<file path="src/hdl/spi_defs.svh">
`ifndef SPI_DEFS_SVH
`define SPI_DEFS_SVH

// Host register map, one word per register
`define SPI_ADDR_DATA 4'h0
`define SPI_ADDR_SS   4'h2
`define SPI_ADDR_CONF 4'h4

// Bit positions inside the configuration word
`define SPI_CONF_CPOL      0  // Idle level of sclk
`define SPI_CONF_CPHA      1  // 1 = sample on trailing edge
`define SPI_CONF_LSB_FIRST 2

// Both slave selects inactive
`define SPI_SS_RESET 2'b11

// Default system clock and serial clock rates in Hz
`define SPI_DEF_CLKFREQ 50000000
`define SPI_DEF_SPEED   500000

`endif
</file>
<file path="src/hdl/spi_link_pkg.sv">
`default_nettype none

package spi_link_pkg;

  localparam int BYTE_W = 8;
  localparam int SS_W   = 2;
  localparam int CONF_W = 16;

  typedef logic [BYTE_W-1:0] byte_t;  // One serial byte
  typedef logic [SS_W-1:0]   ss_t;    // Active low selects
  typedef logic [CONF_W-1:0] conf_t;  // Only cpol, cpha, lsb_first used

  // Host-side transfer states, visible in the status word
  typedef enum logic [1:0] {
    XFER_IDLE     = 2'd0,
    XFER_BUSY     = 2'd1,
    XFER_COMPLETE = 2'd2,
    XFER_RELEASE  = 2'd3
  } xfer_state_t;

  // Byte transceiver states
  typedef enum logic {
    EDGE_IDLE  = 1'b0,
    EDGE_SHIFT = 1'b1
  } edge_state_t;

endpackage

`default_nettype wire

</file>
<file path="src/hdl/spi_bus_pkg.sv">
`default_nettype none

package spi_bus_pkg;

  // Register bus field widths
  localparam int ADDR_W = 4;
  localparam int WORD_W = 16;

  // Register address on the host bus
  typedef logic [ADDR_W-1:0] addr_t;

  // Data word, in both directions
  typedef logic [WORD_W-1:0] word_t;

endpackage

`default_nettype wire

</file>
<file path="src/hdl/spi_master.sv">
`default_nettype none

`include "spi_defs.svh"

module spi_master #(
  parameter int clkfreq = `SPI_DEF_CLKFREQ,
  parameter int speed   = `SPI_DEF_SPEED
) (
  input  wire                  clk,
  input  wire                  rst_n,
  input  wire                  miso,
  output logic                 mosi,
  output logic                 sclk,
  output spi_link_pkg::ss_t    ss,
  input  spi_bus_pkg::word_t   data_in,
  output spi_bus_pkg::word_t   data_out,
  input  wire                  write,
  input  wire                  select,
  input  spi_bus_pkg::addr_t   address
);

  // System clocks per sclk phase
  localparam int HALF_PERIOD = clkfreq / (2 * speed);

  spi_link_pkg::conf_t       conf;
  spi_link_pkg::byte_t       rx_q;    // Last received byte, read at address 0
  spi_link_pkg::byte_t       xcvr_rx;
  spi_link_pkg::xfer_state_t state;
  spi_link_pkg::xfer_state_t state_next;
  logic                      start;
  logic                      xcvr_done;
  logic                      bus_wr;
  logic                      bus_rd;

  assign bus_wr = select & write;
  assign bus_rd = select & ~write;

  // Transfer control, start is taken straight from the accepted write
  always_comb begin
    state_next = state;
    start      = 1'b0;
    if (bus_wr && address == `SPI_ADDR_DATA && state == spi_link_pkg::XFER_IDLE) begin
      start      = 1'b1;
      state_next = spi_link_pkg::XFER_BUSY;
    end
    // Status read acknowledges the result
    if (bus_rd && address == `SPI_ADDR_DATA && state == spi_link_pkg::XFER_COMPLETE)
      state_next = spi_link_pkg::XFER_RELEASE;
    if (!select && state == spi_link_pkg::XFER_RELEASE)
      state_next = spi_link_pkg::XFER_IDLE;
    if (xcvr_done && state == spi_link_pkg::XFER_BUSY)
      state_next = spi_link_pkg::XFER_COMPLETE;
  end

  always_ff @(posedge clk or negedge rst_n) begin
    if (!rst_n) begin
      state <= spi_link_pkg::XFER_IDLE;
      rx_q  <= '0;
      ss    <= `SPI_SS_RESET;
      conf  <= '0;
    end else begin
      state <= state_next;
      if (xcvr_done && state == spi_link_pkg::XFER_BUSY)
        rx_q <= xcvr_rx;  // Held until the next transfer completes
      if (bus_wr && address == `SPI_ADDR_SS)
        ss <= data_in[1:0];
      if (bus_wr && address == `SPI_ADDR_CONF)
        conf <= data_in;
    end
  end

  // Read mux, zero when the bus is not reading
  always_comb begin
    data_out = '0;
    if (bus_rd) begin
      case (address)
        `SPI_ADDR_DATA: data_out = {state, 6'b000000, rx_q};
        `SPI_ADDR_SS:   data_out = {14'b0, ss};
        `SPI_ADDR_CONF: data_out = conf;
        default:        data_out = '0;
      endcase
    end
  end

  spi_xcvr #(
    .half_period(HALF_PERIOD)
  ) xcvr0 (
    .clk     (clk),
    .rst_n   (rst_n),
    .conf    (conf),
    .start   (start),
    .tx_byte (data_in[7:0]),
    .done    (xcvr_done),
    .rx_byte (xcvr_rx),
    .miso    (miso),
    .mosi    (mosi),
    .sclk    (sclk)
  );

endmodule

`default_nettype wire

</file>
<file path="src/hdl/spi_xcvr.sv">
`default_nettype none

`include "spi_defs.svh"

module spi_xcvr #(
  parameter int half_period = 2
) (
  input  wire                  clk,
  input  wire                  rst_n,
  input  spi_link_pkg::conf_t  conf,
  input  wire                  start,
  input  spi_link_pkg::byte_t  tx_byte,
  output logic                 done,
  output spi_link_pkg::byte_t  rx_byte,
  input  wire                  miso,
  output logic                 mosi,
  output logic                 sclk
);

  spi_link_pkg::edge_state_t state;
  logic [3:0]                edge_cnt;  // Sixteen sclk edges per byte
  logic                      run;
  logic                      tick;
  logic                      cpol;
  logic                      cpha;
  logic                      lead_edge;
  logic                      shift_out;
  logic                      sample;

  assign cpol = conf[`SPI_CONF_CPOL];
  assign cpha = conf[`SPI_CONF_CPHA];

  assign run       = (state == spi_link_pkg::EDGE_SHIFT);
  assign lead_edge = ~edge_cnt[0];  // Even edges leave the idle level

  // With cpha 0 the first bit goes out at load, otherwise on the first edge
  assign shift_out = (start & (state == spi_link_pkg::EDGE_IDLE) & ~cpha)
                   | (tick & (lead_edge == cpha));
  assign sample    = tick & (lead_edge != cpha);

  always_ff @(posedge clk or negedge rst_n) begin
    if (!rst_n) begin
      state    <= spi_link_pkg::EDGE_IDLE;
      edge_cnt <= '0;
      sclk     <= 1'b0;
      done     <= 1'b0;
    end else begin
      done <= 1'b0;
      case (state)
        spi_link_pkg::EDGE_IDLE: begin
          sclk     <= cpol;  // Follow the configured idle level
          edge_cnt <= '0;
          if (start)
            state <= spi_link_pkg::EDGE_SHIFT;
        end
        spi_link_pkg::EDGE_SHIFT: begin
          if (tick) begin
            sclk     <= ~sclk;
            edge_cnt <= edge_cnt + 4'd1;
            if (edge_cnt == 4'd15) begin
              state <= spi_link_pkg::EDGE_IDLE;
              done  <= 1'b1;  // Last sample lands on this edge too
            end
          end
        end
        default: state <= spi_link_pkg::EDGE_IDLE;
      endcase
    end
  end

  spi_sclk_timer #(
    .half_period(half_period)
  ) timer0 (
    .clk   (clk),
    .rst_n (rst_n),
    .run   (run),
    .tick  (tick)
  );

  spi_shifter shifter0 (
    .clk       (clk),
    .rst_n     (rst_n),
    .load      (start & (state == spi_link_pkg::EDGE_IDLE)),
    .tx_byte   (tx_byte),
    .lsb_first (conf[`SPI_CONF_LSB_FIRST]),
    .shift_out (shift_out),
    .sample    (sample),
    .miso      (miso),
    .mosi      (mosi),
    .rx_byte   (rx_byte)
  );

endmodule

`default_nettype wire

</file>
<file path="src/hdl/spi_shifter.sv">
`default_nettype none

module spi_shifter (
  input  wire                  clk,
  input  wire                  rst_n,
  input  wire                  load,
  input  spi_link_pkg::byte_t  tx_byte,
  input  wire                  lsb_first,
  input  wire                  shift_out,
  input  wire                  sample,
  input  wire                  miso,
  output logic                 mosi,
  output spi_link_pkg::byte_t  rx_byte
);

  spi_link_pkg::byte_t tx_q;
  spi_link_pkg::byte_t tx_src;
  spi_link_pkg::byte_t tx_next;
  logic                head;

  // Load and shift can come together, then the new byte shifts at once
  assign tx_src = load ? tx_byte : tx_q;

  always_comb begin
    if (lsb_first) begin
      head    = tx_src[0];
      tx_next = {1'b0, tx_src[7:1]};
    end else begin
      head    = tx_src[7];
      tx_next = {tx_src[6:0], 1'b0};
    end
  end

  always_ff @(posedge clk) begin
    if (load || shift_out)
      tx_q <= shift_out ? tx_next : tx_src;
    if (sample) begin
      if (lsb_first)
        rx_byte <= {miso, rx_byte[7:1]};  // First bit ends up in bit 0
      else
        rx_byte <= {rx_byte[6:0], miso};
    end
  end

  // Registered data line, low out of reset
  always_ff @(posedge clk or negedge rst_n) begin
    if (!rst_n) begin
      mosi <= 1'b0;
    end else if (shift_out) begin
      mosi <= head;
    end
  end

endmodule

`default_nettype wire

</file>
<file path="src/hdl/spi_sclk_timer.sv">
`default_nettype none

module spi_sclk_timer #(
  parameter int half_period = 2
) (
  input  wire  clk,
  input  wire  rst_n,
  input  wire  run,
  output logic tick
);

  // At least one bit, even for a period of one cycle
  localparam int CNT_W = (half_period > 1) ? $clog2(half_period) : 1;
  localparam logic [CNT_W-1:0] RELOAD = CNT_W'(half_period - 1);

  logic [CNT_W-1:0] count;

  // One pulse at the end of each half period
  assign tick = run & (count == '0);

  always_ff @(posedge clk or negedge rst_n) begin
    if (!rst_n) begin
      count <= RELOAD;
    end else if (!run) begin
      count <= RELOAD;  // Next byte starts a full half period
    end else if (count == '0) begin
      count <= RELOAD;
    end else begin
      count <= count - 1'b1;
    end
  end

endmodule

`default_nettype wire

</file>
<file path="config.mk">
export PLATFORM = sky130hd
export DESIGN_NAME = spi_master
export DESIGN_NICKNAME = d
export VERILOG_FILES = /design/src/hdl/spi_link_pkg.sv /design/src/hdl/spi_bus_pkg.sv /design/src/hdl/spi_master.sv /design/src/hdl/spi_xcvr.sv /design/src/hdl/spi_shifter.sv /design/src/hdl/spi_sclk_timer.sv
export VERILOG_INCLUDE_DIRS = /design/src /design/src/hdl
export SDC_FILE = /design/constraint.sdc
export NUM_CORES = 1
export LEC_CHECK = 0
export BUFFER_PORTS_ARGS = -buffer_cell sky130_fd_sc_hd__buf_4
export CAP_MARGIN = 10
export CORE_MARGIN = 8
export CORE_UTILIZATION = 51
export CTS_CLUSTER_SIZE = 8
export DETAILED_ROUTE_END_ITERATION = 8
export GPL_TIMING_DRIVEN = 0
export PLACE_DENSITY = 0.73
export SYNTH_ARGS = -nofsm -noshare
export SYNTH_HDL_FRONTEND = slang
export SYNTH_HIERARCHICAL = 1
export SYNTH_SLANG_ARGS = --single-unit
</file>
<file path="constraint.sdc">
create_clock -name clk -period 2.9 [get_ports clk]
set_input_delay 0.58 -clock clk [delete_from_list [all_inputs] [get_ports clk]]
set_output_delay 0.58 -clock clk [all_outputs]
set_load 0.1 [all_outputs]
</file>
==> results.md, run 1 <==
- Initial antenna violation count: 0
- Layout cells sized above 1: 48.4%
- # diodes: 0
- Endpoints failing setup: 0
- FFs w/ async S/R, synth: 72.4%
- Worst Hold Class: in2async
- Gpl congestion: 0.765
- Power per cell area: 614 nW/um2
- Area occupied by multi-input gates: 1450 um2
- CP endpoint kind: output pin
- Post-synth top cells: dfrtp_1, mux2_2, edfxtp_1, mux2_4, nor2_1
- Peak VDD IR: 0.578 mV
- Number of synthesized flops with an enable pin: 16
- Largest net degree at the start of global routing: 43
- Core area: 5850 um2
- Area Overhead vs Synth: 20.7%
- WP data arrival: 2.10 ns
- Die Y: 93.4 um
- Max-Slew Margin vs Limit: 62.4%
- DRT Pass-1 Iters: 4
- Netlist Area Pre-Place: 3060 um2
- Fin crit share: 92.3%
- Reg2reg end: xcvr0/shifter0/tx_q[7]
- FP Rows: 28
- Status: complete, no violations
- Final wirelength: 6.54 mm
- Crit path launch: address[1]
- Starting Density: 52.2%
- Minimum clock period: 2.68 ns
- Vias per Instance: 5.58
- Drt drc: 0
- Max-cap violation count: 0
- Worst-Skew Late Latency: 0.33 ns
- Register Area: 1540 um2
- HPWL after detailed placement: 4.68 mm
- Mapped Nets: 252
- Util after Layout: 63.1%
- I/O pins: 45
- Most frequent cell after synthesis: dfrtp_1
- Nets: 308
- Synth area leader: dfrtp_1
- CTS hold repair buffers: 0
- Via count: 2,010
- Die span in x: 93.4 um
- Initial DRC Count: 96
- Slew Viols, Final: 0
- Gr usage total: 16.1%
- WL per Instance: 18.2 um
- Global-route wire length before repair: 10.9 mm
- Root Buffer: clkbuf_8
- CTS resizes: 0
- Worst r2r src: xcvr0/timer0/count[1]
- Synth top area share: 30.3%
- TritonCTS Buffers: 9
- Clock-pin slew on the worst setup and hold paths: 0.06 ns
- Mean Syn Cell Area: 13.6 um2
- PortBufs: 44
- Critical path endpoint: data_out[1]
- P_leak: 1.57 nW
- Biggest fanout along the worst timing path: 10
- R2R Setup Slk: 0.37 ns
- Post-synthesis register bit count: 58
- Number of clock sinks: 58
- Post-route ant nets: 0
- Vias in the first global route: 2,113
- Synth unique cells: 52
- H-Tree Depth: 3
- Setup repair bufs after CTS: 1
- Kind of critical path: in2out
- R2R cell count: 9
- Clock Skew: 0.00989 ns
- DP Worst Slack: -0.516 ns
- Fmax achieved: 0.374 GHz
- RSZ-0062 raised after global routing: no
- CP startpoint kind: input port
- CTS max path bufs: 2
- Fin. Hold Viols: 0
- Yosys warnings: 6
- Crit path required time: 2.32 ns
- Die area: 8730 um2
- Main synth FF type: dfrtp_1
- Slew at the pin closest to its max-slew limit: 0.562 ns
- CTS tree: done
- Area contributors post-synth: dfrtp_1, edfxtp_1, mux2_2
- Slack of the critical path: 0.225 ns
- Grt ovf: 0
- Sequential share of the synthesized area: 50.3%
- Gate count after technology mapping: 224
- # fillers: 472
## critical path: stages
cell and delay (ns):
buf_4 0.14, nor4b_2 0.32, clkbuf_1 0.43, a22oi_1 0.19
nor2_2 0.12, buf_4 0.30
## power breakdown
part           switching [W]  internal, W  total, W
combinational       0.000289     0.000228  0.000516
clock               0.000301     0.000386  0.000687
sequential          0.000106     0.000956   0.00106
total               0.000696      0.00157   0.00226
## logic make-up after synthesis
family / Yosys count / synth area share, %
simple gates: 62 / 13.2
flops: 58 / 50.3
mux: 56 / 24.1
compound gates: 24 / 5.65
buf+inv: 13 / 3.23
xor+xnor: 8 / 2.29
fa+ha+maj: 3 / 1.23
## final cells by class
| type | count | share of cell area, % |
|---|---|---|
| flip-flops and latches | 58 | 41.7 |
| multi-input cells | 153 | 39.2 |
| repair buffers | 45 | 9.16 |
| clock buffers | 11 | 3.56 |
| well taps | 75 | 2.54 |
| plain buffers | 9 | 2.27 |
| clock inverters | 5 | 1.22 |
| inverters | 4 | 0.407 |
## how the worst min path moves through the flow
stage,end,slack (ns)
detailed placement,xcvr0/timer0/count[0],0.46
global route,conf[7],0.28
global placement,xcvr0/timer0/count[0],0.46
CTS,conf[7],0.24
finish,xcvr0/shifter0/mosi,0.23
floorplan,conf[0],0.28
## state kept, by name, summed over array words and instances (netlist names)
| register | cells |
|---|---|
| state | 2 |
| xcvr0/shifter0/tx_q | 8 |
| xcvr0/shifter0/mosi | 1 |
| conf | 16 |
| ss | 2 |
| xcvr0/shifter0/rx_byte | 8 |
| xcvr0/timer0/count | 6 |
| rx_q | 8 |
| xcvr0/edge_cnt | 4 |
| xcvr0/sclk | 1 |
| xcvr0/run | 1 |
| xcvr0/done | 1 |
## metrics by stage
stage	total power (W)	area (um2)	instances	TNS, ns	hold slack [ns]
floorplan	0.00145	3080	224	0	0.284
global placement	0.00158	3510	343	-6.97	0.458
detailed placement	0.00159	3510	343	-7.92	0.458
CTS	0.00229	3690	360	0	0.240
global route	0.00238	3690	360	0	0.278
finish	0.00226	3690	360	0	0.233
## layer usage
metal,up-vias,routed length (um),global-route usage [%]
li1,944,-,-
met5,-,0,0
met2,48,3160,24.9
met3,11,394,4.25
met1,1007,2860,20.0
met4,0,125,8.46
## cells in the final DEF, fill, tap and decap left out, types with 2 or more instances in the layout
master    synthesis  final
a21oi_1           3      3
a22oi_1          10     10
and2_1           10     10
and3_1            2      2
and4_1            2      2
buf_2             3      3
buf_4             0     45
buf_6             4      4
clkbuf_1          1      3
clkbuf_8          0      9
clkinv_1          0      4
dfrtp_1          37     37
dfstp_2           5      5
edfxtp_1         16     16
ha_1              3      3
inv_1             4      4
mux2_2           30     30
mux2_4           15     15
mux2i_1           5      5
mux4_2            5      5
nand2_1           7      7
nand2b_1          2      2
nand3b_1          3      3
nor2_1           15      5
nor2_2            1     11
nor2b_1           4      4
nor4b_2           2      2
o21ai_0           2      2
xnor2_1           6      6
xor2_1            2      2
(Power assumes the default switching activity.)
==> run 2, diff against run 1 <==
Settings changed: CORE_UTILIZATION 51 to 57, PLACE_DENSITY 0.73 to 0.81, REMOVE_ABC_BUFFERS set to 1.
==> run 2 against run 1 <==
Non-clock buffer count is 7 lower. Clock power is 7.0% lower. Routed wire length is 1.8% lower. Combinational power is 3% lower. Total power is 1.6% lower. Cell area is 2.1% lower. Via count is 0.85% lower. Clock skew hardly changed.
==> results.md, run 2 (same netlist as run 1, synthesis figures left out) <==
- Global-route wire length before repair: 10.3 mm (-5.3%)
- Post-route ant nets: 0 (unchanged)
- Endpoints failing setup: 0 (unchanged)
- Util after Layout: 70.3% (+7.2 points)
- Slew Viols, Final: 0 (unchanged)
- DP Worst Slack: -1.07 ns (-0.553 ns)
- Largest net degree at the start of global routing: 43 (unchanged)
- Grt ovf: 0 (unchanged)
- Clock-pin slew on the worst setup and hold paths: 0.06 ns (about the same)
- Max-cap violation count: 0 (unchanged)
- Area occupied by multi-input gates: 1450 um2 (+0.26%)
- CTS max path bufs: 2 (unchanged)
- CTS tree: done
- DRT Pass-1 Iters: 5 (+1)
- Gpl congestion: 0.811 (+6.1%)
- Peak VDD IR: 0.555 mV (-3.9%)
- Clock Skew: 0.00985 ns (-0.0000355 ns)
- # diodes: 0 (unchanged)
- Crit path launch: address[1]
- Area Overhead vs Synth: 18.1%
- Root Buffer: clkbuf_8
- Nets: 301 (-2.3%)
- TritonCTS Buffers: 9 (unchanged)
- Die area: 7960 um2 (-8.8%)
- FP Rows: 26 (-7.1%)
- Initial antenna violation count: 0 (unchanged)
- Fin. Hold Viols: 0 (unchanged)
- Core area: 5140 um2 (-12%)
- Worst r2r src: xcvr0/timer0/count[1]
- Gr usage total: 17.7% (+1.6 points)
- Minimum clock period: 2.73 ns (+0.0550 ns)
- Register Area: 1540 um2 (unchanged)
- I/O pins: 45 (unchanged)
- WL per Instance: 18.5 um (+1.9%)
- Final wirelength: 6.42 mm (-1.8%)
- Power per cell area: 617 nW/um2 (+0.54%)
- Most flop-heavy register: conf
- Max reg flops: 16 (unchanged)
- Fin crit share: 94.1% (+1.9 points)
- Slack of the critical path: 0.170 ns (-0.0550 ns)
- Via count: 1,993 (-0.85%)
- Vias per Instance: 5.74 (+2.9%)
- Most common cell after layout, fill and taps aside: buf_4
- Slew at the pin closest to its max-slew limit: 0.956 ns (+0.394 ns)
- HPWL after detailed placement: 4.61 mm (-1.6%)
- Vias in the first global route: 2,034 (-3.7%)
- # fillers: 372 (-21%)
- WP data arrival: 2.15 ns (+0.05 ns)
- P_leak: 1.54 nW (-1.7%)
- Die span in x: 89.2 um (-4.5%)
- CP startpoint kind: input port
- H-Tree Depth: 3 (unchanged)
- Worst Hold Class: in2async
- CP endpoint kind: output pin
- RSZ-0062 raised after global routing: no
- Crit path required time: 2.32 ns (about the same)
- Fmax achieved: 0.366 GHz (-2.0%)
- Max-Slew Margin vs Limit: 36.3% (-26 points)
- Drt drc: 0 (unchanged)
- Initial DRC Count: 149 (+55%)
- Number of clock sinks: 58 (unchanged)
- PortBufs: 44 (unchanged)
- Starting Density: 59.5% (+7.2 points)
- Most frequent cells in the layout: buf_4, dfrtp_1, mux2_2, edfxtp_1
- Biggest fanout along the worst timing path: 12 (+2)
- Status: complete, no violations
- Die Y: 89.2 um (-4.5%)
- Worst-Skew Late Latency: 0.33 ns (about the same)
- Layout cells sized above 1: 45.8% (-2.6 points)
- Kind of critical path: in2out
[run 2: cell count changes in the layout (fill, tap and decap cells not counted), sizes merged]
cell,change
bufinv,-1
clkbuf,-1
buf,-6
[run 2: path summary, 6_finish.rpt]
check,slack (ns),end,depth (start not counted)
max in group asynchronous,2.29,xcvr0/timer0/count[4],1
worst max-delay path,0.17,data_out[8],5
min in group clk,0.47,xcvr0/timer0/count[0],1
worst min-delay path,0.22,conf[15],1
worst max register to register,0.41,xcvr0/shifter0/tx_q[0],8
worst min register to register,0.47,xcvr0/timer0/count[0],1
[run 2: where the power goes]
| group | total [W] | internal (W) | switching, W |
|---|---|---|---|
| clock | 0.000639 | 0.000343 | 0.000297 |
| sequential | 0.00109 | 0.000955 | 0.000134 |
| combinational | 0.000500 | 0.000225 | 0.000275 |
| total | 0.00223 | 0.00152 | 0.000705 |
[run 2: repair_timing]
item	4_1_cts	5_1_grt
setup endpoints to repair	23	13
pin swaps	0	1
setup buffers	1	1
gates resized for setup	4	0
hold buffers	0	0
[run 2: cell type report]
class,count,area share [%]
clock buffers,11,4.19
flip-flops and latches,58,42.6
repair buffers,47,9.77
multi-input cells,153,40.1
clock inverters,4,0.485
inverters,4,0.416
well taps,70,2.43
[run 2: layer usage]
layer / GRT usage (%) / share of wire, % / vias to the layer above
li1: - / - / 922
met1: 21.3 / 42 / 984
met2: 27.9 / 48 / 77
met3: 6.71 / 8.3 / 10
met4: 6.80 / 1.7 / 0
met5: 0 / 0 / -
[run 2: critical path, cell delays in order]
cell	delay, ns
buf_4	0.15
nor4b_4	0.62
and3b_1	0.35
and2_1	0.16
buf_4	0.29
[run 2: per-stage QoR]
stage / hold WS, ns / instance area, um2 / instances / setup TNS [ns] / power, W
finish: 0.221 / 3610 / 347 / 0 / 0.00223
global route: 0.252 / 3610 / 347 / 0 / 0.00233
CTS: 0.226 / 3600 / 346 / 0 / 0.00225
detailed placement: 0.458 / 3400 / 330 / -17.94 / 0.00160
global placement: 0.459 / 3390 / 329 / -37.79 / 0.00157
floorplan: 0.284 / 2970 / 215 / -22.72 / 0.00144
==> run 3, diff against run 2 <==
Settings changed: ABC_AREA set to 1.
==> run 3 against run 2 <==
Core utilization is 3.5 points lower. Maximum frequency grew 2.1%. Global-route usage is 0.52 points lower. Final cell count grew 46%. Largest cell class unchanged. Via count grew 33%. Worst setup slack improved by 0.056 ns. Largest power group unchanged.
==> results.md, run 3 <==
- CP startpoint kind: input port
- P_leak: 1.80 nW (+17%)
- # diodes: 0 (unchanged)
- Gr usage total: 17.1% (-0.52 points)
- Synth area leader: dfrtp_1
- Post-synth top cells: nand2_1, nand3_1, dfrtp_1, inv_1, nor2_1
- Netlist Area Pre-Place: 3110 um2 (+1.8%)
- Most frequent cells in the layout: nand2_1, buf_4, nand3_1, dfrtp_1, inv_1
- Root Buffer: clkbuf_8
- RSZ-0062 raised after global routing: no
- Gate count after technology mapping: 390 (+74%)
- Yosys warnings: 6 (unchanged)
- CP bufs+invs: 3 (+1)
- Die area: 8080 um2 (+1.4%)
- Stages on worst setup path: 10 (+5)
- I/O pins: 45 (unchanged)
- FFs w/ async S/R, synth: 72.4% (unchanged)
- Worst r2r src: state[1]
- # fillers: 457 (+23%)
- Initial DRC Count: 180 (+21%)
- Fmax achieved: 0.374 GHz (+2.1%)
- WL per Instance: 13.5 um (-27%)
- Status: complete, no violations
- Endpoints failing setup: 0 (unchanged)
- Nets: 458 (+52%)
- FP Rows: 27 (+3.8%)
- PortBufs: 44 (unchanged)
- Fin crit share: 92.2% (-1.9 points)
- Placed Instances: 491 (+49%)
- Clock-pin slew on the worst setup and hold paths: 0.06 ns (about the same)
- Final wirelength: 6.82 mm (+6.2%)
- Gpl congestion: 0.807 (-0.48%)
- Register Area: 1540 um2 (unchanged)
- Die Y: 89.9 um (+0.72%)
- Area contributors post-synth: dfrtp_1, nand2_1, edfxtp_1
- Power per cell area: 605 nW/um2 (-2.0%)
- Clock Skew: 0.00772 ns (-0.00213 ns)
- Worst-Skew Late Latency: 0.32 ns (about the same)
- Sequential share of the synthesized area: 49.4% (-0.87 points)
- Number of clock sinks: 58 (unchanged)
- Util after Layout: 66.7% (-3.5 points)
- Slew Viols, Final: 0 (unchanged)
- Fin Setup TNS: 0 ns (unchanged)
- Worst Hold Class: in2async
- CP dominant cell by count: nand2_1
- Post-synthesis register bit count: 58 (unchanged)
- Layout Cells excl Fill: 507 (+46%)
- Most common cell after layout, fill and taps aside: nand2_1
- Setup repair bufs after CTS: 0 (-1)
- Slowest-stage cell, CP: nand2_1
- Initial antenna violation count: 0 (unchanged)
- CP delay by family, top: simple AND/OR/NAND/NOR gates
- Starting Density: 57.9% (-1.6 points)
- Layout cells sized above 1: 19.3% (-27 points)
- Largest net degree at the start of global routing: 43 (unchanged)
- CTS max path bufs: 2 (unchanged)
- CTS tree: done
- Crit path cell chain: buf_4 -> nor2_4 -> nand2_1 -> nor2_1 -> inv_1 -> nor2_4 -> nand2_1 -> nand2_1 -> inv_1 -> nand2_1
- Mean Syn Cell Area: 7.98 um2 (-42%)
- H-Tree Depth: 3 (unchanged)
- Drt drc: 0 (unchanged)
- Slack of the critical path: 0.225 ns (+0.0556 ns)
- Kind of critical path: in2reg
- Minimum clock period: 2.67 ns (-0.0556 ns)
- Max reg flops: 16 (unchanged)
- Most frequent cell after synthesis: nand2_1
- CP max stage delay: 0.37 ns (-0.25 ns)
- Fin. Hold Viols: 0 (unchanged)
- Slew at the pin closest to its max-slew limit: 0.695 ns (-0.261 ns)
- Post-route ant nets: 0 (unchanged)
- Via count: 2,658 (+33%)
- Vias in the first global route: 2,574 (+27%)
- Core area: 5370 um2 (+4.5%)
- WP data arrival: 2.65 ns (+0.50 ns)
- Peak VDD IR: 0.393 mV (-29%)
- Main synth FF type: dfrtp_1
- Total power: 0.00217 W (-2.7%)
- Reg2reg end: xcvr0/shifter0/tx_q[0]
- DP Worst Slack: -0.609 ns (+0.459 ns)
- DRT Pass-1 Iters: 5 (unchanged)
- Crit path required time: 2.88 ns (+0.56 ns)
- R2R Setup Slk: 0.46 ns (+0.05 ns)
- Global-route wire length before repair: 11.7 mm (+14%)
- Max-cap violation count: 0 (unchanged)
- Grt ovf: 0 (unchanged)
- Die span in x: 89.9 um (+0.72%)
- TritonCTS Buffers: 9 (unchanged)
- Biggest fanout along the worst timing path: 16 (+4)
- Area Overhead vs Synth: 15.2%
- Synth unique cells: 29 (-44%)
- Most flop-heavy register: conf
- Synth top area share: 29.8% (-0.52 points)
- CP endpoint kind: register
- Number of synthesized flops with an enable pin: 16 (unchanged)
- R2R cell count: 9 (+1)
- HPWL after detailed placement: 4.91 mm (+6.5%)
- Max-Slew Margin vs Limit: 53.5% (+17 points)
- Area occupied by multi-input gates: 1310 um2 (-9.3%)
- Vias per Instance: 5.24 (-8.7%)
## run 3: changes by cell type after synthesis, moves of 10 or more
cell     delta
inv_1      +32
a21oi_1    +10
mux2_4     -15
and2_1     -10
nand2_1   +129
nand3_1    +42
mux2_2     -28
a22oi_1    -10
nor2_1     +12
o21ai_0    +19
## run 3: worst max-delay path by stage
stage | start | end | slack, ns
after detailed placement | address[1] | xcvr0/shifter0/tx_q[1] | -0.61
after CTS | address[1] | xcvr0/shifter0/tx_q[0] | 0.02
after global routing | address[1] | xcvr0/shifter0/tx_q[0] | 0.02
after global placement | address[1] | xcvr0/shifter0/tx_q[1] | -0.51
after floorplan | address[1] | data_out[10] | -0.73
final | address[1] | xcvr0/shifter0/tx_q[0] | 0.23
## run 3: kinds of logic after synthesis
logic type | after synthesis | synth area share, %
AOI/OAI and AO/OA | 37 | 6.03
xor gates and xnor gates | 4 | 1.13
adders and majority gates | 3 | 1.21
buffers and inverters | 55 | 8.57
DFF | 58 | 49.4
muxes | 2 | 0.724
and+or+nand+nor | 231 | 32.9
## run 3: layout make-up
cell class	instances	share of cell area [%]
clock inverters	4	0.489
multi-input cells	277	36.6
well taps	72	2.51
inverters	40	4.19
flip-flops and latches	58	42.9
clock buffers	12	4.05
repair buffers	44	9.21
## run 3: worst register-to-register path: stages (launching register included)
cell and delay [ns]:
dfrtp_1 0.44, nor2_1 0.12, nand3_1 0.07, nor2_1 0.20, inv_1 0.11, nor2_4 0.36, nand2_1 0.09, nand2_1 0.14
inv_1 0.19, nand2_1 0.37
## run 3: routing by layer
metal	part of all wire (%)	vias to the layer above	track usage (%)
li1	-	1322	-
met1	43	1249	21.3
met2	50	75	28.4
met3	5.2	12	4.24
met4	1.5	0	5.55
met5	0	-	0
## run 3: timing repair
item                                    CTS  global route
pin swaps                                 0             0
endpoints found under the setup margin   17            16
hold endpoints to repair                  0             0
resized for setup                         1             1
hold buffers                              0             0
## run 3: metrics by stage
stage | cell area [um2] | hold slack (ns)
after floorplan | 2990 | 0.284
after global placement | 3410 | 0.439
after detailed placement | 3410 | 0.441
after CTS | 3580 | 0.250
after global routing | 3580 | 0.267
final | 3580 | 0.236
## run 3: report_power, final
group | internal [W] | switching, W | total, W
clock network | 0.000325 | 0.000291 | 0.000616
registers | 0.000955 | 0.0000992 | 0.00105
logic | 0.000157 | 0.000342 | 0.000499
